--- src/include/mos_consts.svh ---
`default_nettype none
`ifndef MOS_CONSTS_SVH
`define MOS_CONSTS_SVH

// memory geometry fixed by the 6502 address space
`define MOS_ADR_WIDTH       16
`define MOS_DAT_WIDTH       8
`define MOS_MEM_DEPTH       65536

// host bus widths
`define MOS_AXIL_ADR_WIDTH  8
`define MOS_AXIL_DAT_WIDTH  32

// register map, byte offsets
`define MOS_REG_ADDR        8'h00
`define MOS_REG_WDATA       8'h04
`define MOS_REG_RDATA       8'h08
`define MOS_REG_PC          8'h0C
`define MOS_REG_DECODE      8'h10
`define MOS_REG_POINTER     8'h14

// response codes
`define MOS_AXI_RESP_OKAY   2'b00
`define MOS_AXI_RESP_SLVERR 2'b10

`endif
`default_nettype wire

--- src/hw/mos_mem_pkg.sv ---
`include "mos_consts.svh"
`default_nettype none

package mos_mem_pkg;

    ////////////////////
    // opcodes
    ////////////////////

    // only the opcodes the decoder knows, anything else decodes as illegal
    typedef enum logic [7:0] {
        OP_LDA_IMM = 8'hA9,
        OP_LDA_ZPG = 8'hA5,
        OP_LDA_ABS = 8'hAD,
        OP_STA_ABS = 8'h8D,
        OP_LDY_IMM = 8'hA0,
        OP_TAX     = 8'hAA,
        OP_ADC_ABS = 8'h6D,
        OP_STX_ABS = 8'h8E,
        OP_DEY     = 8'h88,
        OP_BNE     = 8'hD0,
        OP_JMP_IND = 8'h6C
    } mos_opcode_e;

    ////////////////////
    // structs
    ////////////////////

    // byte k of dat lands at adr + k
    typedef struct packed {
        logic                            valid;
        logic [`MOS_ADR_WIDTH-1:0]       adr;
        logic [1:0]                      cnt;
        logic [3*`MOS_DAT_WIDTH-1:0]     dat;
    } mos_wr_cmd_t;

    typedef struct packed {
        logic [`MOS_DAT_WIDTH-1:0]       opcode;
        logic [1:0]                      len;
        logic [`MOS_ADR_WIDTH-1:0]       operand;
        logic                            legal;
    } mos_decode_t;

    ////////////////////
    // state machines
    ////////////////////

    typedef enum logic [1:0] {
        AXIL_IDLE,
        AXIL_WR_MEM,
        AXIL_RESP
    } mos_axil_state_e;

endpackage

`default_nettype wire

--- src/hw/mos_inst_fetch.sv ---
`include "mos_consts.svh"
`default_nettype none

module mos_inst_fetch
    import mos_mem_pkg::*;
(
    input  wire                              clk_i,
    input  wire                              reset_i,
    input  wire  [`MOS_ADR_WIDTH-1:0]        pc_i,
    output logic [`MOS_ADR_WIDTH-1:0]        op_adr_o,
    input  wire  [`MOS_DAT_WIDTH-1:0]        op_dat_i,
    output logic [`MOS_ADR_WIDTH-1:0]        if_adr_o,
    output logic [1:0]                       if_cnt_o,
    input  wire  [3*`MOS_DAT_WIDTH-1:0]      if_dat_i,
    output mos_decode_t                      decode_o
);

    logic [1:0]                 len;
    logic                       legal;
    logic [`MOS_ADR_WIDTH-1:0]  operand;
    mos_decode_t                decode_q;

    assign op_adr_o = pc_i;
    assign if_adr_o = pc_i;
    assign if_cnt_o = len;

    // instruction length from the 6502 table
    always_comb
    begin
        legal = 1'b1;
        case (mos_opcode_e'(op_dat_i))
            OP_TAX, OP_DEY:
                len = 2'd1;
            OP_LDA_IMM, OP_LDA_ZPG, OP_LDY_IMM, OP_BNE:
                len = 2'd2;
            OP_LDA_ABS, OP_STA_ABS, OP_ADC_ABS, OP_STX_ABS, OP_JMP_IND:
                len = 2'd3;
            default:
            begin
                len = 2'd1;
                legal = 1'b0;
            end
        endcase
    end

    // operand bytes follow the opcode, low byte first
    always_comb
    begin
        case (len)
            2'd2: operand = {8'h00, if_dat_i[15:8]};
            2'd3: operand = if_dat_i[23:8];
            default: operand = '0;
        endcase
    end

    always_ff @(posedge clk_i)
    begin
        if (reset_i)
        begin
            decode_q <= '0;
        end
        else
        begin
            decode_q <= '{opcode: op_dat_i, len: len, operand: operand, legal: legal};
        end
    end

    assign decode_o = decode_q;

    a_len_nonzero: assert property (
        @(posedge clk_i) !reset_i |=> decode_q.len != 2'd0
    );

endmodule

`default_nettype wire

--- config.mk ---
export PLATFORM = sky130hd
export DESIGN_NAME = mos_inst_fetch
export DESIGN_NICKNAME = d
export VERILOG_FILES = /design/src/hw/mos_mem_pkg.sv /design/src/hw/mos_inst_fetch.sv
export VERILOG_INCLUDE_DIRS = /design/src /design/src/include
export SDC_FILE = /design/constraint.sdc
export NUM_CORES = 1
export LEC_CHECK = 0
export BUFFER_PORTS_ARGS = -buffer_cell sky130_fd_sc_hd__buf_4
export CAP_MARGIN = 15
export CORE_UTILIZATION = 33
export DETAILED_ROUTE_END_ITERATION = 10
export MAX_ROUTING_LAYER = met4
export PLACE_DENSITY = 0.84
export SKIP_CTS_REPAIR_TIMING = 1
export SYNTH_ARGS = -nofsm -noshare
export SYNTH_HDL_FRONTEND = slang
export SYNTH_SLANG_ARGS = --single-unit
--- constraint.sdc ---
create_clock -name clk_i -period 1.3 [get_ports clk_i]
set_input_delay 0.13 -clock clk_i [delete_from_list [all_inputs] [get_ports clk_i]]
set_output_delay 0.13 -clock clk_i [all_outputs]
set_load 0.02 [all_outputs]
==> flow_summary.json <==
{
  "outcome": "complete, but fails checks",
  "violations": "negative setup slack",
  "final-seq-area_sq_um": 541,
  "setup_ws_ns": -0.0231,
  "final_cell_mix": "63 x buf_4, 27 x dfxtp_1, 8 x and2_1, 7 x a21boi_1, 7 x nor2b_1",
  "grt_first_pass_wirelength_um": 3330,
  "synth_area_sq_um": 1180,
  "rsz0062_at_grt": "yes",
  "root_buffer": "clkbuf_4",
  "cts_tree": "yes",
  "gp_congestion": 0.735,
  "postSynthNetCount": 163,
  "clk_pin_slew_ns": 0.13,
  "drive_gt1_frac": 0.578,
  "dpl.hpwl_um": 1940,
  "post_drt_wl_per_cell_um": 12.7,
  "crit_top_cell": "buf_4",
  "synth_area_per_cell_sq_um": 10.5,
  "yosys_warnings": 0,
  "fp.dieW_um": 61.9,
  "crit_buf_inv": 3,
  "cp-start-kind": "input pin",
  "antenna_found_initial": 0,
  "path_max_fanout": 7,
  "worst_pin_slew_ns": 0.360,
  "start_util": 0.349,
  "rows": 21,
  "final-setup-viol-count": 2,
  "die_h_um": 61.9,
  "drc": 0,
  "drtIter0Drc": 30,
  "fillerInstances": 322,
  "fin_crit_ns": 1.32,
  "grt_pass1_vias": 723,
  "io_pins": 111,
  "die-area_sq_um": 3830,
  "vdd_drop_max_v": 0.000348,
  "ys_seq_area_frac": 0.457,
  "cap_viol_max_count": 0,
  "multi_input_area_sq_um": 472,
  "grt_remaining_overflow": 0,
  "antenna_cells": 0,
  "cts_buffer_depth": 2,
  "mostFrequentLayoutCell": "buf_4",
  "crit_arrival_ns": 1.19,
  "placement.io_buffers": 54,
  "critPathKind": "in2out",
  "critPathSlowestCell": "nor3_4",
  "largest_register_ffs": 27,
  "final_nets": 205,
  "critical_path.top_delay_family": "simple AND/OR/NAND/NOR gates",
  "final_util": 0.492,
  "finalMaxSlewViolations": 0,
  "synth_seq_cells": 27,
  "min_path_type": "in2reg",
  "grt_start_max_net_pins": 15,
  "htreeDepth": 1,
  "hold_violations": 0,
  "slowest_delay_ns": 0.23,
  "grt_use_total": 0.121,
  "synth_top_area_frac": 0.457,
  "numCtsBuffers": 3,
  "vias": 873,
  "synthCells": 113,
  "area_growth_pct": 41.1,
  "clock_sinks": 27,
  "via_per_inst": 4.37,
  "wl_um": 2540,
  "endpoint_kind": "output pin",
  "p_per_area_nw_per_um2": 858,
  "crit_required_ns": 1.17,
  "p_leak_nw": 0.762,
  "synth_area_leaders": "dfxtp_1 46%, buf_4 20%, a21boi_1 4.4%",
  "slew_headroom": 0.758,
  "final_cell_area_sq_um": 1670,
  "synth_cell_types": 29,
  "dr.pass1.iters": 4,
  "placed_area_sq_um": 1500,
  "crit_chain": "buf_4 > nand4bb_4 > nor3_4 > nor3_2 > buf_4 > o2bb2ai_4 > buf_6",
  "ant_nets": 0,
  "max_freq_mhz": 756,
  "yosysTopAreaCell": "dfxtp_1",
  "fin_hold_ws_ns": 0.0111,
  "finalCritPeriodShare": 1.02,
  "coreArea_sq_um": 3390
}
## cell usage after synthesis
cell type / number
xnor2_1: 1
nand4_1: 1
o2bb2ai_1: 1
o21ba_2: 1
dfxtp_1: 27
or2_2: 1
a211oi_1: 1
nor4bb_1: 1
and2_1: 8
buf_6: 2
and4bb_2: 2
and3_1: 1
xor2_1: 1
nor2_1: 4
nand2_1: 1
nand4bb_1: 1
nor2b_1: 7
nor3b_1: 1
inv_1: 1
nor3_1: 3
nand2b_1: 2
nand3b_1: 1
o31ai_4: 1
buf_4: 32
nand3_1: 1
or3_1: 1
a21boi_1: 7
nor4b_2: 1
a21boi_2: 1
## routing by layer
metal  vias to the layer above  part of all wire  track usage
li1                        421                 -            -
met1                       370              0.34        0.127
met2                        71              0.48        0.201
met3                        11              0.16       0.0373
met4                         0             0.021       0.0698
met5                         -                 0            -
## cell type report
class,instances,share of cell area
multi-input cells,51,0.283
well taps,46,0.0345
flip-flops and latches,27,0.324
repair buffers,71,0.341
inverters,1,0.00225
clock buffers,4,0.0158
## worst paths after layout
kind / from / slack (ns) / endpoint / depth (start not counted)
max: op_dat_i[6] / -0.02 / if_cnt_o[1] / 7
min: if_dat_i[17] / 0.01 / decode_o[10] / 2
## power by group
part           leakage, nW  total, mW  switching (mW)  internal [mW]
clock               0.0150      0.340           0.220          0.120
sequential           0.220      0.851         0.00436          0.846
combinational        0.527      0.240           0.102          0.138
## kinds of logic (layout without fill, tap and decap cells)
| group | count (synthesis) | after routing | share of synthesized area |
|---|---|---|---|
| simple gates | 37 | 37 | 0.208 |
| buf+inv | 35 | 76 | 0.225 |
| flops | 27 | 27 | 0.457 |
| compound gates | 12 | 12 | 0.0942 |
| xor+xnor | 2 | 2 | 0.0148 |
## metrics by stage
| step | setup TNS [ns] | std cells | total power [mW] | setup WS, ns |
|---|---|---|---|---|
| 2_1_floorplan | 0 | 113 | 1.09 | 0.0186 |
| 3_3_place_gp | -2.50 | 192 | 1.07 | -0.143 |
| 5_1_grt | -0.151 | 200 | 1.51 | -0.0842 |
| 3_5_place_dp | -3.43 | 192 | 1.08 | -0.208 |
| 6_report | -0.0384 | 200 | 1.43 | -0.0231 |
| 4_1_cts | -0.222 | 196 | 1.41 | -0.117 |
No activity file was read; power rests on OpenSTA's default activity.
