`src/include/mos_consts.svh`:
```
`default_nettype none
`ifndef MOS_CONSTS_SVH
`define MOS_CONSTS_SVH

// memory geometry fixed by the 6502 address space
`define MOS_ADR_WIDTH       16
`define MOS_DAT_WIDTH       8
`define MOS_MEM_DEPTH       65536

// host bus widths
`define MOS_AXIL_ADR_WIDTH  8
`define MOS_AXIL_DAT_WIDTH  32

// register map, byte offsets
`define MOS_REG_ADDR        8'h00
`define MOS_REG_WDATA       8'h04
`define MOS_REG_RDATA       8'h08
`define MOS_REG_PC          8'h0C
`define MOS_REG_DECODE      8'h10
`define MOS_REG_POINTER     8'h14

// response codes
`define MOS_AXI_RESP_OKAY   2'b00
`define MOS_AXI_RESP_SLVERR 2'b10

`endif
`default_nettype wire

```
`src/hw/mos_mem_pkg.sv`:
```
`include "mos_consts.svh"
`default_nettype none

package mos_mem_pkg;

    ////////////////////
    // opcodes
    ////////////////////

    // only the opcodes the decoder knows, anything else decodes as illegal
    typedef enum logic [7:0] {
        OP_LDA_IMM = 8'hA9,
        OP_LDA_ZPG = 8'hA5,
        OP_LDA_ABS = 8'hAD,
        OP_STA_ABS = 8'h8D,
        OP_LDY_IMM = 8'hA0,
        OP_TAX     = 8'hAA,
        OP_ADC_ABS = 8'h6D,
        OP_STX_ABS = 8'h8E,
        OP_DEY     = 8'h88,
        OP_BNE     = 8'hD0,
        OP_JMP_IND = 8'h6C
    } mos_opcode_e;

    ////////////////////
    // structs
    ////////////////////

    // byte k of dat lands at adr + k
    typedef struct packed {
        logic                            valid;
        logic [`MOS_ADR_WIDTH-1:0]       adr;
        logic [1:0]                      cnt;
        logic [3*`MOS_DAT_WIDTH-1:0]     dat;
    } mos_wr_cmd_t;

    typedef struct packed {
        logic [`MOS_DAT_WIDTH-1:0]       opcode;
        logic [1:0]                      len;
        logic [`MOS_ADR_WIDTH-1:0]       operand;
        logic                            legal;
    } mos_decode_t;

    ////////////////////
    // state machines
    ////////////////////

    typedef enum logic [1:0] {
        AXIL_IDLE,
        AXIL_WR_MEM,
        AXIL_RESP
    } mos_axil_state_e;

endpackage

`default_nettype wire

```
`src/hw/mos_axil_regs.sv`:
```
`include "mos_consts.svh"
`default_nettype none

module mos_axil_regs
    import mos_mem_pkg::*;
(
    input  wire                              clk_i,
    input  wire                              reset_i,
    input  wire  [`MOS_AXIL_ADR_WIDTH-1:0]   axil_awaddr_i,
    input  wire                              axil_awvalid_i,
    output logic                             axil_awready_o,
    input  wire  [`MOS_AXIL_DAT_WIDTH-1:0]   axil_wdata_i,
    input  wire                              axil_wvalid_i,
    output logic                             axil_wready_o,
    output logic [1:0]                       axil_bresp_o,
    output logic                             axil_bvalid_o,
    input  wire                              axil_bready_i,
    input  wire  [`MOS_AXIL_ADR_WIDTH-1:0]   axil_araddr_i,
    input  wire                              axil_arvalid_i,
    output logic                             axil_arready_o,
    output logic [`MOS_AXIL_DAT_WIDTH-1:0]   axil_rdata_o,
    output logic [1:0]                       axil_rresp_o,
    output logic                             axil_rvalid_o,
    input  wire                              axil_rready_i,
    output mos_wr_cmd_t                      wr_cmd_o,
    input  wire                              stall_i,
    output logic [`MOS_ADR_WIDTH-1:0]        rd_adr_o,
    input  wire  [`MOS_DAT_WIDTH-1:0]        rd_dat_i,
    output logic [`MOS_ADR_WIDTH-1:0]        pc_o,
    input  wire mos_decode_t                 decode_i,
    input  wire  [2*`MOS_DAT_WIDTH-1:0]      pointer_i
);

    mos_axil_state_e                    state_q;
    mos_wr_cmd_t                        wr_cmd_q;
    logic [`MOS_ADR_WIDTH-1:0]          addr_q;
    logic [`MOS_ADR_WIDTH-1:0]          pc_q;
    logic [1:0]                         bresp_q;
    logic                               rvalid_q;
    logic [`MOS_AXIL_DAT_WIDTH-1:0]     rdata_q;
    logic [1:0]                         rresp_q;
    logic [`MOS_AXIL_DAT_WIDTH-1:0]     rd_word;
    logic [1:0]                         rd_resp;
    logic                               wr_accept;

    ////////////////////
    // write channel
    ////////////////////

    assign wr_accept = (state_q == AXIL_IDLE) && axil_awvalid_i && axil_wvalid_i;
    assign axil_awready_o = wr_accept;
    assign axil_wready_o = wr_accept;
    assign axil_bvalid_o = (state_q == AXIL_RESP);
    assign axil_bresp_o = bresp_q;

    always_ff @(posedge clk_i)
    begin
        if (reset_i)
        begin
            state_q <= AXIL_IDLE;
            addr_q <= '0;
            pc_q <= '0;
            bresp_q <= `MOS_AXI_RESP_OKAY;
            wr_cmd_q.valid <= 1'b0;
        end
        else
        begin
            wr_cmd_q.valid <= 1'b0;
            case (state_q)
                AXIL_IDLE:
                if (wr_accept)
                begin
                    bresp_q <= `MOS_AXI_RESP_OKAY;
                    state_q <= AXIL_RESP;
                    case (axil_awaddr_i)
                        `MOS_REG_ADDR: addr_q <= axil_wdata_i[15:0];
                        `MOS_REG_PC: pc_q <= axil_wdata_i[15:0];
                        `MOS_REG_WDATA:
                        begin
                            wr_cmd_q <= '{valid: 1'b1, adr: addr_q,
                                          cnt: axil_wdata_i[25:24],
                                          dat: axil_wdata_i[23:0]};
                            state_q <= AXIL_WR_MEM;
                        end
                        // read-only registers ignore writes
                        `MOS_REG_RDATA, `MOS_REG_DECODE, `MOS_REG_POINTER: ;
                        default: bresp_q <= `MOS_AXI_RESP_SLVERR;
                    endcase
                end
                // the stall only shows up one clock after the command is taken
                AXIL_WR_MEM:
                if (!wr_cmd_q.valid && !stall_i)
                begin
                    state_q <= AXIL_RESP;
                end
                AXIL_RESP:
                if (axil_bready_i)
                begin
                    state_q <= AXIL_IDLE;
                end
                default: state_q <= AXIL_IDLE;
            endcase
        end
    end

    assign wr_cmd_o = wr_cmd_q;
    assign rd_adr_o = addr_q;
    assign pc_o = pc_q;

    ////////////////////
    // read channel
    ////////////////////

    // decode word is {legal, 5'b0, len, operand, opcode}
    always_comb
    begin
        rd_resp = `MOS_AXI_RESP_OKAY;
        case (axil_araddr_i)
            `MOS_REG_ADDR: rd_word = {16'd0, addr_q};
            `MOS_REG_WDATA: rd_word = {6'd0, wr_cmd_q.cnt, wr_cmd_q.dat};
            `MOS_REG_RDATA: rd_word = {24'd0, rd_dat_i};
            `MOS_REG_PC: rd_word = {16'd0, pc_q};
            `MOS_REG_DECODE:
                rd_word = {decode_i.legal, 5'd0, decode_i.len, decode_i.operand,
                           decode_i.opcode};
            `MOS_REG_POINTER: rd_word = {16'd0, pointer_i};
            default:
            begin
                rd_word = '0;
                rd_resp = `MOS_AXI_RESP_SLVERR;
            end
        endcase
    end

    assign axil_arready_o = axil_arvalid_i && !rvalid_q;

    always_ff @(posedge clk_i)
    begin
        if (reset_i)
        begin
            rvalid_q <= 1'b0;
        end
        else if (axil_arready_o)
        begin
            rvalid_q <= 1'b1;
        end
        else if (axil_rready_i)
        begin
            rvalid_q <= 1'b0;
        end
    end

    always_ff @(posedge clk_i)
    begin
        if (axil_arready_o)
        begin
            rdata_q <= rd_word;
            rresp_q <= rd_resp;
        end
    end

    assign axil_rvalid_o = rvalid_q;
    assign axil_rdata_o = rdata_q;
    assign axil_rresp_o = rresp_q;

    a_bvalid_hold: assert property (
        @(posedge clk_i) disable iff (reset_i)
        axil_bvalid_o && !axil_bready_i |=> axil_bvalid_o && $stable(axil_bresp_o)
    );

    a_rvalid_hold: assert property (
        @(posedge clk_i) disable iff (reset_i)
        axil_rvalid_o && !axil_rready_i |=> axil_rvalid_o && $stable(axil_rdata_o)
    );

endmodule

`default_nettype wire

```
`config.mk`:
```
export PLATFORM = sky130hd
export DESIGN_NAME = mos_axil_regs
export DESIGN_NICKNAME = d
export VERILOG_FILES = /design/src/hw/mos_mem_pkg.sv /design/src/hw/mos_axil_regs.sv
export VERILOG_INCLUDE_DIRS = /design/src /design/src/include
export SDC_FILE = /design/constraint.sdc
export NUM_CORES = 1
export LEC_CHECK = 0
export BUFFER_PORTS_ARGS = -buffer_cell sky130_fd_sc_hd__buf_2
export CAP_MARGIN = 20
export CORE_MARGIN = 1.5
export CORE_UTILIZATION = 42
export DETAILED_ROUTE_END_ITERATION = 8
export PLACE_DENSITY = 0.76
export SETUP_SLACK_MARGIN = 0.3
export SYNTH_ARGS = -nofsm -noshare
export SYNTH_HDL_FRONTEND = slang
export SYNTH_SLANG_ARGS = --single-unit
```
`constraint.sdc`:
```
create_clock -name clk_i -period 3.3 [get_ports clk_i]
set_clock_uncertainty 0.15 [all_clocks]
set_input_delay 0 -clock clk_i [delete_from_list [all_inputs] [get_ports clk_i]]
set_output_delay 0 -clock clk_i [all_outputs]
set_load 0.005 [all_outputs]
```
==> results.cfg <==
[status]
run_status = finished clean

[clocking]
cts-root-buf = clkbuf_8
cts_resized = 0
cts.sinks = 107
cts_made_buffers = 9
clock_latency_ns = 0.36
post_cts_buffers = 0
cts_max_level = 3
cts_buffer_depth = 2
ctsHoldBuffers = 79
cts_tree = yes
clkTransAtPathRegs_ns = 0.10

[route]
wirelength_um = 13500
vias_per_cell = 5.11
drtPass1Iterations = 4
drt_iter0_drc = 183
drc_errors = 0
avgRoutedWirePerCell_um = 17.8
dr_total_vias = 3885
ant_nets = 0

[sta]
slew_headroom_pct = 26.6
hold_slack_ns = 0.0180
worstMarginPinSlew_ns = 1.09
drv_slew = 0
period_share_pct = 82.3
finalHoldViolCount = 0
setup_violations = 0
period_needed_ns = 2.72
rsz0062_at_grt = false
tns_ns = 0
fmax_ghz = 0.368

[setup_path]
cp_max_fo = 26
crit_family = buffers and inverters
critPathSlowestCell = dlygate4sd3_1
path_buf_inv = 4
cp_cell_sequence = dlygate4sd3_1, buf_2, nor3_1, dlygate4sd3_1, nand4_1, nor2_4, buf_12
r2r_cells = 5
critical_path_class = in2reg
rr_startpoint = state_q[0]
r2r_end = wr_cmd_o[34]
reg2reg_slack_ns = 0.98
cpPeakStageDelay_ns = 0.64
worst_setup_path_start_kind = input port
arrival_ns = 2.64
path_common_cell = dlygate4sd3_1
cp.required_ns = 3.22
critPathCaptureType = flop

[logic_synthesis]
yosys_warnings = 0
async_reset_ff_share_pct = 0
ys_types = 40
yosysSeqAreaShare_pct = 60.3
synth-seq-cells = 107
synth_area_um2 = 4720
netlist_instances = 332
synth-edff-count = 70
syn_area_per_cell_um2 = 14.2
ys.flop_type = edfxtp_1

[finish]
layout-drive-gt1-share_pct = 43.9
layout.nets = 722
n_antenna_cell = 0
utilization_pct = 63.0
final_area_um2 = 6850
area_growth_pct = 45.3

[global_route]
grt_pass1_vias = 4081
grt.total_usage_pct = 22.4
gr-total-overflow = 0
grt_pass1_wl_um = 20100
grt_max_degree = 56
antenna_found_initial = 0

[die]
die_x_um = 109
dieArea_um2 = 11900
start_util_pct = 43.3
core_area_um2 = 10900
core.rowCount = 38
dieHeight_um = 109
io_pins = 223

[place]
port_buffers = 209
placed_area_um2 = 5860
place_congestion = 0.804
hpwl_um = 8920

[hold_path]
min_path_cells = 3
worstHoldStart = decode_i[7]
min_to = axil_rdata_o[14]
hp-class = in2reg

[power_and_ir_drop]
vdd_drop_max_uv = 207
p_total_uw = 2530
p_per_area_nw_per_um2 = 369
p_leak_uw = 0.00294

[run]
maxCapViolCount = 0
## cell usage after synthesis, types with 2 or more instances
cell,instances,area (µm²)
edfxtp_1,70,2100
nand2b_1,49,307
dfxtp_1,37,741
mux2i_1,32,320
a22o_1,18,158
mux2_2,16,180
nand3_1,16,80.1
buf_4,9,67.6
clkbuf_1,9,33.8
nor2_1,9,33.8
a22oi_1,8,60.1
buf_2,8,40.0
mux4_2,8,180
o211ai_2,8,100
nor2b_1,3,18.8
nor3_1,3,15.0
a211oi_1,2,15.0
a21oi_1,2,10.0
and3_1,2,12.5
buf_6,2,22.5
nor4b_2,2,30.0
## power breakdown
part | total [µW] | switching [µW] | internal, µW
registers | 1450 | 7.63 | 1440
clock network | 802 | 453 | 349
logic | 281 | 120 | 161
## cell type report
class | count | area (µm²)
Fill cell | 847 | 4030
Clock inverter | 7 | 67.6
Timing Repair Buffer | 294 | 1900
Tap cell | 140 | 175
Multi-Input combinational cell | 203 | 1750
Clock buffer | 9 | 124
Sequential cell | 107 | 2840
## metal layers
metal / up-vias / GRT usage, % / wire [µm]
met5: - / 0 / 0
met4: 0 / 8.93 / 222
met3: 18 / 3.95 / 923
met2: 162 / 41.2 / 7000
met1: 1885 / 25.5 / 5360
li1: 1820 / - / -
## metrics by stage
step / setup WS [ns] / std cells
6_report: 0.582 / 760
2_1_floorplan: 0.700 / 338
5_1_grt: 0.461 / 760
3_5_place_dp: 0.994 / 664
3_3_place_gp: 1.01 / 664
4_1_cts: 0.583 / 759
## tightest hold or removal path, delay by kind of cell
family / cells / cell delay, ns
buffers and inverters: 1 / 0.08
multiplexers: 1 / 0.23
AO/OA/AOI/OAI: 1 / 0.12
## worst max-delay path by stage
stage / cells after the start / from / endpoint
2_1_floorplan: 4 / state_q[0] / wr_cmd_o[0]
3_3_place_gp: 5 / state_q[0] / wr_cmd_o[9]
3_5_place_dp: 5 / state_q[0] / wr_cmd_o[9]
4_1_cts: 7 / axil_awaddr_i[6] / wr_cmd_o[23]
5_1_grt: 7 / axil_awaddr_i[6] / wr_cmd_o[24]
6_report: 7 / axil_awaddr_i[6] / wr_cmd_o[34]
## sequential cells by signal, summed over array words and instances, names as in the netlist
name / count
axil_bresp_o: 1
axil_rresp_o: 1
wr_cmd_o: 43
axil_rdata_o: 27
state_q: 2
axil_rvalid_o: 1
pc_o: 16
rd_adr_o: 16
## cells in the final DEF, fill, tap and decap left out, types with 2 or more instances in the layout
cell	synthesis	final
a211oi_1	2	2
a21oi_1	2	2
a22o_1	18	18
a22oi_1	8	8
and3_1	2	2
buf_2	8	209
buf_4	9	4
clkbuf_8	0	9
clkinv_1	0	2
conb_1	1	7
dfxtp_1	37	37
dlygate4sd3_1	0	80
edfxtp_1	70	70
mux2_2	16	16
mux2i_1	32	32
mux4_2	8	8
nand2b_1	49	49
nand3_1	16	16
nor2_1	9	8
nor2b_1	3	2
nor3_1	3	3
nor4b_2	2	2
o211ai_2	8	8
## logic make-up after synthesis
family          after synthesis  share of synthesized area (%)
compound gates               41                           7.85
buf+inv                      28                           3.47
flops                       107                           60.3
mux                          56                           14.4
other cells                   1                         0.0795
simple gates                 99                           13.9
Power figures use the tool's default switching activity.
