--- src/include/mos_consts.svh ---
`default_nettype none
`ifndef MOS_CONSTS_SVH
`define MOS_CONSTS_SVH

// memory geometry fixed by the 6502 address space
`define MOS_ADR_WIDTH       16
`define MOS_DAT_WIDTH       8
`define MOS_MEM_DEPTH       65536

// host bus widths
`define MOS_AXIL_ADR_WIDTH  8
`define MOS_AXIL_DAT_WIDTH  32

// register map, byte offsets
`define MOS_REG_ADDR        8'h00
`define MOS_REG_WDATA       8'h04
`define MOS_REG_RDATA       8'h08
`define MOS_REG_PC          8'h0C
`define MOS_REG_DECODE      8'h10
`define MOS_REG_POINTER     8'h14

// response codes
`define MOS_AXI_RESP_OKAY   2'b00
`define MOS_AXI_RESP_SLVERR 2'b10

`endif
`default_nettype wire

--- src/hw/mos_mem_pkg.sv ---
`include "mos_consts.svh"
`default_nettype none

package mos_mem_pkg;

    ////////////////////
    // opcodes
    ////////////////////

    // only the opcodes the decoder knows, anything else decodes as illegal
    typedef enum logic [7:0] {
        OP_LDA_IMM = 8'hA9,
        OP_LDA_ZPG = 8'hA5,
        OP_LDA_ABS = 8'hAD,
        OP_STA_ABS = 8'h8D,
        OP_LDY_IMM = 8'hA0,
        OP_TAX     = 8'hAA,
        OP_ADC_ABS = 8'h6D,
        OP_STX_ABS = 8'h8E,
        OP_DEY     = 8'h88,
        OP_BNE     = 8'hD0,
        OP_JMP_IND = 8'h6C
    } mos_opcode_e;

    ////////////////////
    // structs
    ////////////////////

    // byte k of dat lands at adr + k
    typedef struct packed {
        logic                            valid;
        logic [`MOS_ADR_WIDTH-1:0]       adr;
        logic [1:0]                      cnt;
        logic [3*`MOS_DAT_WIDTH-1:0]     dat;
    } mos_wr_cmd_t;

    typedef struct packed {
        logic [`MOS_DAT_WIDTH-1:0]       opcode;
        logic [1:0]                      len;
        logic [`MOS_ADR_WIDTH-1:0]       operand;
        logic                            legal;
    } mos_decode_t;

    ////////////////////
    // state machines
    ////////////////////

    typedef enum logic [1:0] {
        AXIL_IDLE,
        AXIL_WR_MEM,
        AXIL_RESP
    } mos_axil_state_e;

endpackage

`default_nettype wire

--- src/hw/mos_ptr_resolve.sv ---
`include "mos_consts.svh"
`default_nettype none

module mos_ptr_resolve
    import mos_mem_pkg::*;
(
    input  wire                              clk_i,
    input  wire                              reset_i,
    input  wire mos_decode_t                 decode_i,
    output logic [`MOS_ADR_WIDTH-1:0]        ea_adr_o,
    input  wire  [2*`MOS_DAT_WIDTH-1:0]      ea_dat_i,
    output logic [2*`MOS_DAT_WIDTH-1:0]      pointer_o
);

    logic [2*`MOS_DAT_WIDTH-1:0]    pointer_q;

    // the operand is already zero page or absolute, the memory wraps the second byte
    assign ea_adr_o = decode_i.operand;

    always_ff @(posedge clk_i)
    begin
        if (reset_i)
        begin
            pointer_q <= '0;
        end
        else if (decode_i.len >= 2'd2)
        begin
            pointer_q <= ea_dat_i;
        end
        else
        begin
            pointer_q <= '0;
        end
    end

    assign pointer_o = pointer_q;

endmodule

`default_nettype wire

--- config.mk ---
export PLATFORM = sky130hd
export DESIGN_NAME = mos_ptr_resolve
export DESIGN_NICKNAME = d
export VERILOG_FILES = /design/src/hw/mos_mem_pkg.sv /design/src/hw/mos_ptr_resolve.sv
export VERILOG_INCLUDE_DIRS = /design/src /design/src/include
export SDC_FILE = /design/constraint.sdc
export NUM_CORES = 1
export LEC_CHECK = 0
export BUFFER_PORTS_ARGS = -buffer_cell sky130_fd_sc_hd__buf_2
export CORE_ASPECT_RATIO = 1.25
export CORE_MARGIN = 4
export CORE_UTILIZATION = 33
export DETAILED_ROUTE_END_ITERATION = 16
export PLACE_DENSITY_LB_ADDON = 0.2
export SYNTH_ARGS = -nofsm -noshare
export SYNTH_HDL_FRONTEND = slang
export SYNTH_SLANG_ARGS = --single-unit
--- constraint.sdc ---
create_clock -name clk_i -period 1.1 [get_ports clk_i]
set_clock_uncertainty 0.1 [all_clocks]
set_input_delay 0.165 -clock clk_i [delete_from_list [all_inputs] [get_ports clk_i]]
set_output_delay 0.165 -clock clk_i [all_outputs]
set_load 0.005 [all_outputs]
==> flow_summary.ini, run 1 <==
[outcome]
status = finished clean

[floorplan]
dieArea_mm2 = 0.002607
chipHeight_um = 56.09
core.rowCount = 17
initial_utilization_pct = 34.59
die_w_um = 46.48
core_area_mm2 = 0.001765
boundaryPins = 77

[global_route]
grt_util_all_layers_pct = 9.237
grt_pass1_wl_um = 1718
grt_overflow = 0
grt_max_degree = 17
grt_pass1_vias = 411
antenna_found_initial = 0

[synth]
synth_area_leader_cell = dfxtp_1
synth_compound_area_share_pct = 0
syn_area_um2 = 610.6
synthXorXnorAreaFrac_pct = 0
yosysSeqAreaShare_pct = 52.46
synth.area.mux_share_pct = 0
syn_nets = 95
synthAdderAreaFrac_pct = 0
synth_warnings = 0
synth_cell_type_count = 5
synthCells = 50
synth_top_area_share_pct = 52.46
netlist_top_cells_area = dfxtp_1 (52%), buf_4 (20%), and3b_1 (14%)
synthSimpleGateAreaFrac_pct = 24.18
synth_top_family_by_area = simple AND/OR/NAND/NOR gates
syn_area_per_cell_um2 = 12.21
synth-seq-cells = 16

[hold_path]
hp-class = in2reg

[sta]
slew_viol_final = 0
hold_viol_final = 0
setup_violations = 0
rsz0062_at_grt = no
fmax_ghz = 1.042
tightestPinTransition_ns = 0.2108
maxSlewHeadroom_pct = 85.95
final.min_clock_period_ns = 0.9596
finalCritPeriodShare_pct = 87.23
tns_ns = 0

[worst_setup_path]
required_ns = 0.83
crit_slowest_cell = dfxtp_1
critPathMaxStageDelay_ns = 0.31
critPathLaunchType = flip-flop
critPathBufInv = 1
worstSetupEndpointType = primary output
path_cells = buf_2
worstPathArrival_ns = 0.69
crit_family = flip-flops
criticalPathCategory = reg2out
cp_max_fo = 1

[clock_network]
clk_pin_slew_ns = 0.08
clockBufferDepth = 2
cts_tree = done
post_cts_resize_count = 0
cts_buffers = 3
cts.sinks = 16
ctsRootBufferMaster = clkbuf_4
cts_setup_buffers = 0
cts-htree-levels = 1
hold_buffers = 0

[route]
via_per_inst = 4.625
drc = 0
ant_nets = 0
routedWlPerCell_um = 12.56
wl_um = 1105
vias = 407
drtPass1Iterations = 1
drt_iter0_drc = 0

[final_layout]
largest_reg_flops = 16
diodes = 0
final_common_cell = buf_2
nets = 116
fin_util_pct = 38.77
layout_common_cells = buf_2 (34), dfxtp_1 (16), and3b_1 (10)
drive_gt1_share_pct = 62.32
area_growth_pct = 12.09

[run]
max-cap-violations = 0

[placement]
place_congestion = 0.6026
io_buffers = 34

[power_and_ir_drop]
leakage_nw = 0.4089
ir_worst_vdd_mv = 0.5093
power_density_mw_per_mm2 = 1433
==> cells in the mapped netlist, drive strengths merged <==
library cell  count
dfxtp            16
and3b            16
buf              18
==> worst paths after layout <==
check / startpoint / endpoint / slack, ns / cells after the start
worst max-delay path: pointer_o[3] / pointer_o[3] / 0.14 / 1
worst min-delay path: ea_dat_i[9] / pointer_o[9] / 0.02 / 2
==> layout make-up <==
type / count / area, um^2
fillers: 189 / 1081
flip-flops and latches: 16 / 320.3
repair buffers: 34 / 170.2
multi-input cells: 16 / 147.6
well taps: 19 / 23.77
clock buffers: 3 / 22.52
==> through the flow <==
stage / total power [W] / instance area [um^2] / setup slack [ns] / hold WS, ns / instances
floorplan: 0.0007056 / 610.6 / 0.4598 / 0.2207 / 50
global placement: 0.0007101 / 661.9 / 0.2684 / 0.2300 / 85
detailed placement: 0.0007114 / 661.9 / 0.2625 / 0.2300 / 85
CTS: 0.001006 / 684.4 / 0.1183 / 0.007409 / 88
global route: 0.001045 / 684.4 / 0.07541 / 0.01131 / 88
finish: 0.0009804 / 684.4 / 0.1405 / 0.02038 / 88
==> per-layer routing <==
layer / routed length, um / track usage [%] / vias to the layer above / part of all wire [%]
met4: 16 / 6.098 / 0 / 1.4
li1: - / - / 187 / -
met2: 480 / 12.99 / 37 / 43
met3: 226 / 5.502 / 4 / 20
met1: 383 / 10.00 / 179 / 35
met5: 0 / 0 / - / 0
==> cell families (layout without fill, tap and decap cells) <==
logic type,after synthesis,in the layout
buffers and inverters,18,37
flip-flops,16,16
AND/OR/NAND/NOR,16,16
==> where the power goes <==
part	switching (W)	leakage, nW	internal [W]
Sequential	0.00000474	0.131	0.000602
Combinational	0.0000330	0.264	0.0000551
Clock	0.000159	0.0138	0.000127
Note: power is estimated with default switching activity, not from simulation.
==> run 2: changes to the inputs <==
--- a/config.mk
+++ b/config.mk
@@ -11,6 +11,7 @@
 export CORE_MARGIN = 4
 export CORE_UTILIZATION = 33
 export DETAILED_ROUTE_END_ITERATION = 16
+export MAX_ROUTING_LAYER = met4
 export PLACE_DENSITY_LB_ADDON = 0.2
 export SYNTH_ARGS = -nofsm -noshare
 export SYNTH_HDL_FRONTEND = slang
==> run 2 against run 1 <==
  * Non-clock buffer count did not move
  * Via count did not move
  * Hold slack is essentially flat
  * Sequential share of layout area stayed put
  * Fmax barely moved
  * Combinational power about the same
  * Core utilization is the same
==> flow_summary.ini, run 2 (synthesis gave the netlist of run 1 again) <==
[clock_network]
cts-htree-levels = 1
post_cts_resize_count = 0
clockBufferDepth = 2
clk_pin_slew_ns = 0.08
cts_setup_buffers = 0
cts_tree = done
cts_buffers = 3
cts.sinks = 16
hold_buffers = 0
ctsRootBufferMaster = clkbuf_4

[global_route]
grt_pass1_vias = 411
grt_overflow = 0
antenna_found_initial = 0
grt_pass1_wl_um = 1718
grt_max_degree = 17
grt_util_all_layers_pct = 9.472

[worst_setup_path]
critPathLaunchType = flip-flop
path_cells = buf_2
criticalPathCategory = reg2out
critPathBufInv = 1
crit_slowest_cell = dfxtp_1
worstPathArrival_ns = 0.69
required_ns = 0.83
critPathMaxStageDelay_ns = 0.31
crit_family = flip-flops
worstSetupEndpointType = primary output
cp_max_fo = 1

[floorplan]
core_area_mm2 = 0.001765
boundaryPins = 77
core.rowCount = 17
initial_utilization_pct = 34.59
chipHeight_um = 56.09
die_w_um = 46.48
dieArea_mm2 = 0.002607

[sta]
slew_viol_final = 0
setup_violations = 0
tightestPinTransition_ns = 0.2108
maxSlewHeadroom_pct = 85.95
final.min_clock_period_ns = 0.9596
finalCritPeriodShare_pct = 87.24
fmax_ghz = 1.042
hold_viol_final = 0
tns_ns = 0
rsz0062_at_grt = no

[route]
drc = 0
vias = 407
drt_iter0_drc = 0
routedWlPerCell_um = 12.56
wl_um = 1105
via_per_inst = 4.625
ant_nets = 0
drtPass1Iterations = 1

[final_layout]
fin_area_um2 = 684.4
layout_common_cells = buf_2 (34), dfxtp_1 (16), and3b_1 (10)
seqCellArea_um2 = 320.3
final_common_cell = buf_2
area_growth_pct = 12.09
multi_input_area_um2 = 147.6
diodes = 0
nets = 116
largest_reg_flops = 16
fill_cells = 189
drive_gt1_share_pct = 62.32

[placement]
place_congestion = 0.6065
placed_area_um2 = 661.9
io_buffers = 34

[power_and_ir_drop]
power_density_mw_per_mm2 = 1433
p_seq_share_pct = 61.9
netSwitchingPower_w = 0.0001969
leakage_nw = 0.4089
internal_power_w = 0.0007836
ir_worst_vdd_mv = 0.5093
switching_share_pct = 20.08
clkPwrFrac_pct = 29.1
pwr-share-comb_pct = 9.0

[outcome]
status = finished clean

[hold_path]
hp-class = in2reg

[run]
max-cap-violations = 0
[run 2: cell counts in the layout (fill, tap and decap cells not counted)]
Identical to the previous run, type by type.
[run 2: worst paths after layout]
check / from / endpoint / cells past startpoint
min: ea_dat_i[9] / pointer_o[9] / 2
max: pointer_o[3] / pointer_o[3] / 1
[run 2: per-stage QoR]
step / power [W] / std cells / util, % / worst slack [ns] / hold WS (ns)
2_1_floorplan: 0.0007056 / 50 / - / 0.4598 / 0.2207
3_3_place_gp: 0.0007101 / 85 / 37.49 / 0.2684 / 0.2300
3_5_place_dp: 0.0007114 / 85 / 37.49 / 0.2625 / 0.2300
4_1_cts: 0.001006 / 88 / 38.77 / 0.1183 / 0.007409
5_1_grt: 0.001045 / 88 / 38.77 / 0.07541 / 0.01131
6_report: 0.0009805 / 88 / 38.77 / 0.1404 / 0.02040
[run 2: per-layer routing]
metal	share of wire, %	wire [um]	GRT usage (%)	up-vias
met4	1.4	16	6.098	0
met5	0	0	-	-
met2	43	480	12.99	37
met1	36	397	10.39	179
met3	19	211	4.854	4
li1	-	-	-	187
[run 2: final cells by class]
| class | count | share of cell area (%) |
|---|---|---|
| flip-flops and latches | 16 | 46.80 |
| repair buffers | 34 | 24.86 |
| multi-input cells | 16 | 21.57 |
| well taps | 19 | 3.473 |
| clock buffers | 3 | 3.291 |
[run 2: power groups by stage]
stage / Sequential (W) / Combinational, W / Clock, W
2_1_floorplan: 0.000625 / 0.0000807 / 0
3_3_place_gp: 0.000620 / 0.0000901 / 0
3_5_place_dp: 0.000620 / 0.0000910 / 0
4_1_cts: 0.000607 / 0.0000909 / 0.000308
5_1_grt: 0.000610 / 0.000101 / 0.000334
6_report: 0.000607 / 0.0000882 / 0.000286
==> run 3: changes to the inputs <==
--- a/config.mk
+++ b/config.mk
@@ -12,7 +12,7 @@
 export CORE_UTILIZATION = 33
 export DETAILED_ROUTE_END_ITERATION = 16
 export MAX_ROUTING_LAYER = met4
-export PLACE_DENSITY_LB_ADDON = 0.2
+export PLACE_DENSITY_LB_ADDON = 0.3
 export SYNTH_ARGS = -nofsm -noshare
 export SYNTH_HDL_FRONTEND = slang
 export SYNTH_SLANG_ARGS = --single-unit
==> run 3 against run 2 <==
  * First-iteration DRC count rose by 1
  * Sequential cell count did not move
  * Setup slack improved by 0.0062 ns
  * Sequential share of layout area did not move
  * Sequential power barely moved
  * Non-clock buffer count did not move
  * Global-route usage fell by 0.34 points
  * Critical path depth did not move
  * Cell count did not move
  * Clock power fell by 3%
  * Largest power group unchanged
==> flow_summary.ini, run 3 (synthesis gave the netlist of run 1 again) <==
[outcome]
status = finished clean

[hold_path]
hp-class = in2reg
min-delay-start = ea_dat_i[10]

[worst_setup_path]
worstSetupEndpointType = primary output
critPathLaunchType = flip-flop
crit_start = pointer_o[1]
critPathMaxStageDelay_ns = 0.30
crit_slowest_cell = dfxtp_1
cp_max_fo = 1
required_ns = 0.83
crit_family = flip-flops
worstPathArrival_ns = 0.69
critPathBufInv = 1
criticalPathCategory = reg2out
path_cells = buf_2

[power_and_ir_drop]
ir_worst_vdd_mv = 0.5081
power_density_mw_per_mm2 = 1418
leakage_nw = 0.4089
power_w = 0.0009706

[sta]
fmax_ghz = 1.049
setup_violations = 0
hold_viol_final = 0
finalCritPeriodShare_pct = 86.67
tns_ns = 0
slew_viol_final = 0
rsz0062_at_grt = no
hold_ws_ns = 0.02539
tightestPinTransition_ns = 0.2120
final.min_clock_period_ns = 0.9534
maxSlewHeadroom_pct = 85.87

[floorplan]
core_area_mm2 = 0.001765
chipHeight_um = 56.09
die_w_um = 46.48
core.rowCount = 17
initial_utilization_pct = 34.59
dieArea_mm2 = 0.002607
boundaryPins = 77

[route]
topRoutingLayerUsed = met4
drtPass1Iterations = 2
via_per_inst = 4.375
drc = 0
vias = 385
ant_nets = 0
routedWlPerCell_um = 12.45
met1Wirelength_um = 307
wl_um = 1096
wl_met3_um = 237
route.met2.wl_um = 468
drt_iter0_drc = 1

[clock_network]
clk_pin_slew_ns = 0.08
hold_buffers = 0
cts_setup_buffers = 0
post_cts_resize_count = 0
ctsRootBufferMaster = clkbuf_4
cts_buffers = 3
cts-htree-levels = 1
cts.sinks = 16
clockBufferDepth = 2
cts_tree = done

[placement]
dpl.cell_count = 85
io_buffers = 34
place_congestion = 0.6002

[run]
max-cap-violations = 0

[final_layout]
area_growth_pct = 12.09
diodes = 0
nets = 116
fin_util_pct = 38.77
final-instance-count-excl-fill = 88
largest_reg_flops = 16
drive_gt1_share_pct = 62.32
final_common_cell = buf_2
layout_common_cells = buf_2 (34), dfxtp_1 (16), and3b_1 (10)
fill_cells = 182

[global_route]
grt_max_degree = 17
grt_util_all_layers_pct = 9.137
grt_pass1_vias = 373
antenna_found_initial = 0
grt_overflow = 0
grt_pass1_wl_um = 1676
[run 3: final timing paths]
kind | depth (start not counted) | slack [ns] | to
worst max-delay path | 1 | 0.15 | pointer_o[1]
worst min-delay path | 2 | 0.03 | pointer_o[10]
[run 3: layout make-up]
cell class | instances | area (um^2) | area share [%]
clock buffers | 3 | 22.52 | 3.291
multi-input cells | 16 | 147.6 | 21.57
well taps | 19 | 23.77 | 3.473
repair buffers | 34 | 170.2 | 24.86
flip-flops and latches | 16 | 320.3 | 46.80
[run 3: power breakdown]
| part | switching (W) | total (W) | internal, W | leakage [nW] |
|---|---|---|---|---|
| Clock | 0.000151 | 0.000277 | 0.000126 | 0.0138 |
| Combinational | 0.0000324 | 0.0000875 | 0.0000551 | 0.264 |
| Sequential | 0.00000416 | 0.000606 | 0.000602 | 0.131 |
| Total | 0.000187 | 0.000971 | 0.000783 | 0.409 |
[run 3: layer usage]
metal  up-vias  global-route usage [%]
met5         -                       -
met4         0                   10.98
met3        20                   3.236
met2        28                   12.01
met1       151                   8.967
li1        186                       -
[run 3: metrics by stage]
step / worst slack [ns] / instance area (um^2)
2_1_floorplan: 0.4598 / 610.6
3_3_place_gp: 0.2679 / 661.9
3_5_place_dp: 0.2604 / 661.9
4_1_cts: 0.1246 / 684.4
5_1_grt: 0.08053 / 684.4
6_report: 0.1466 / 684.4
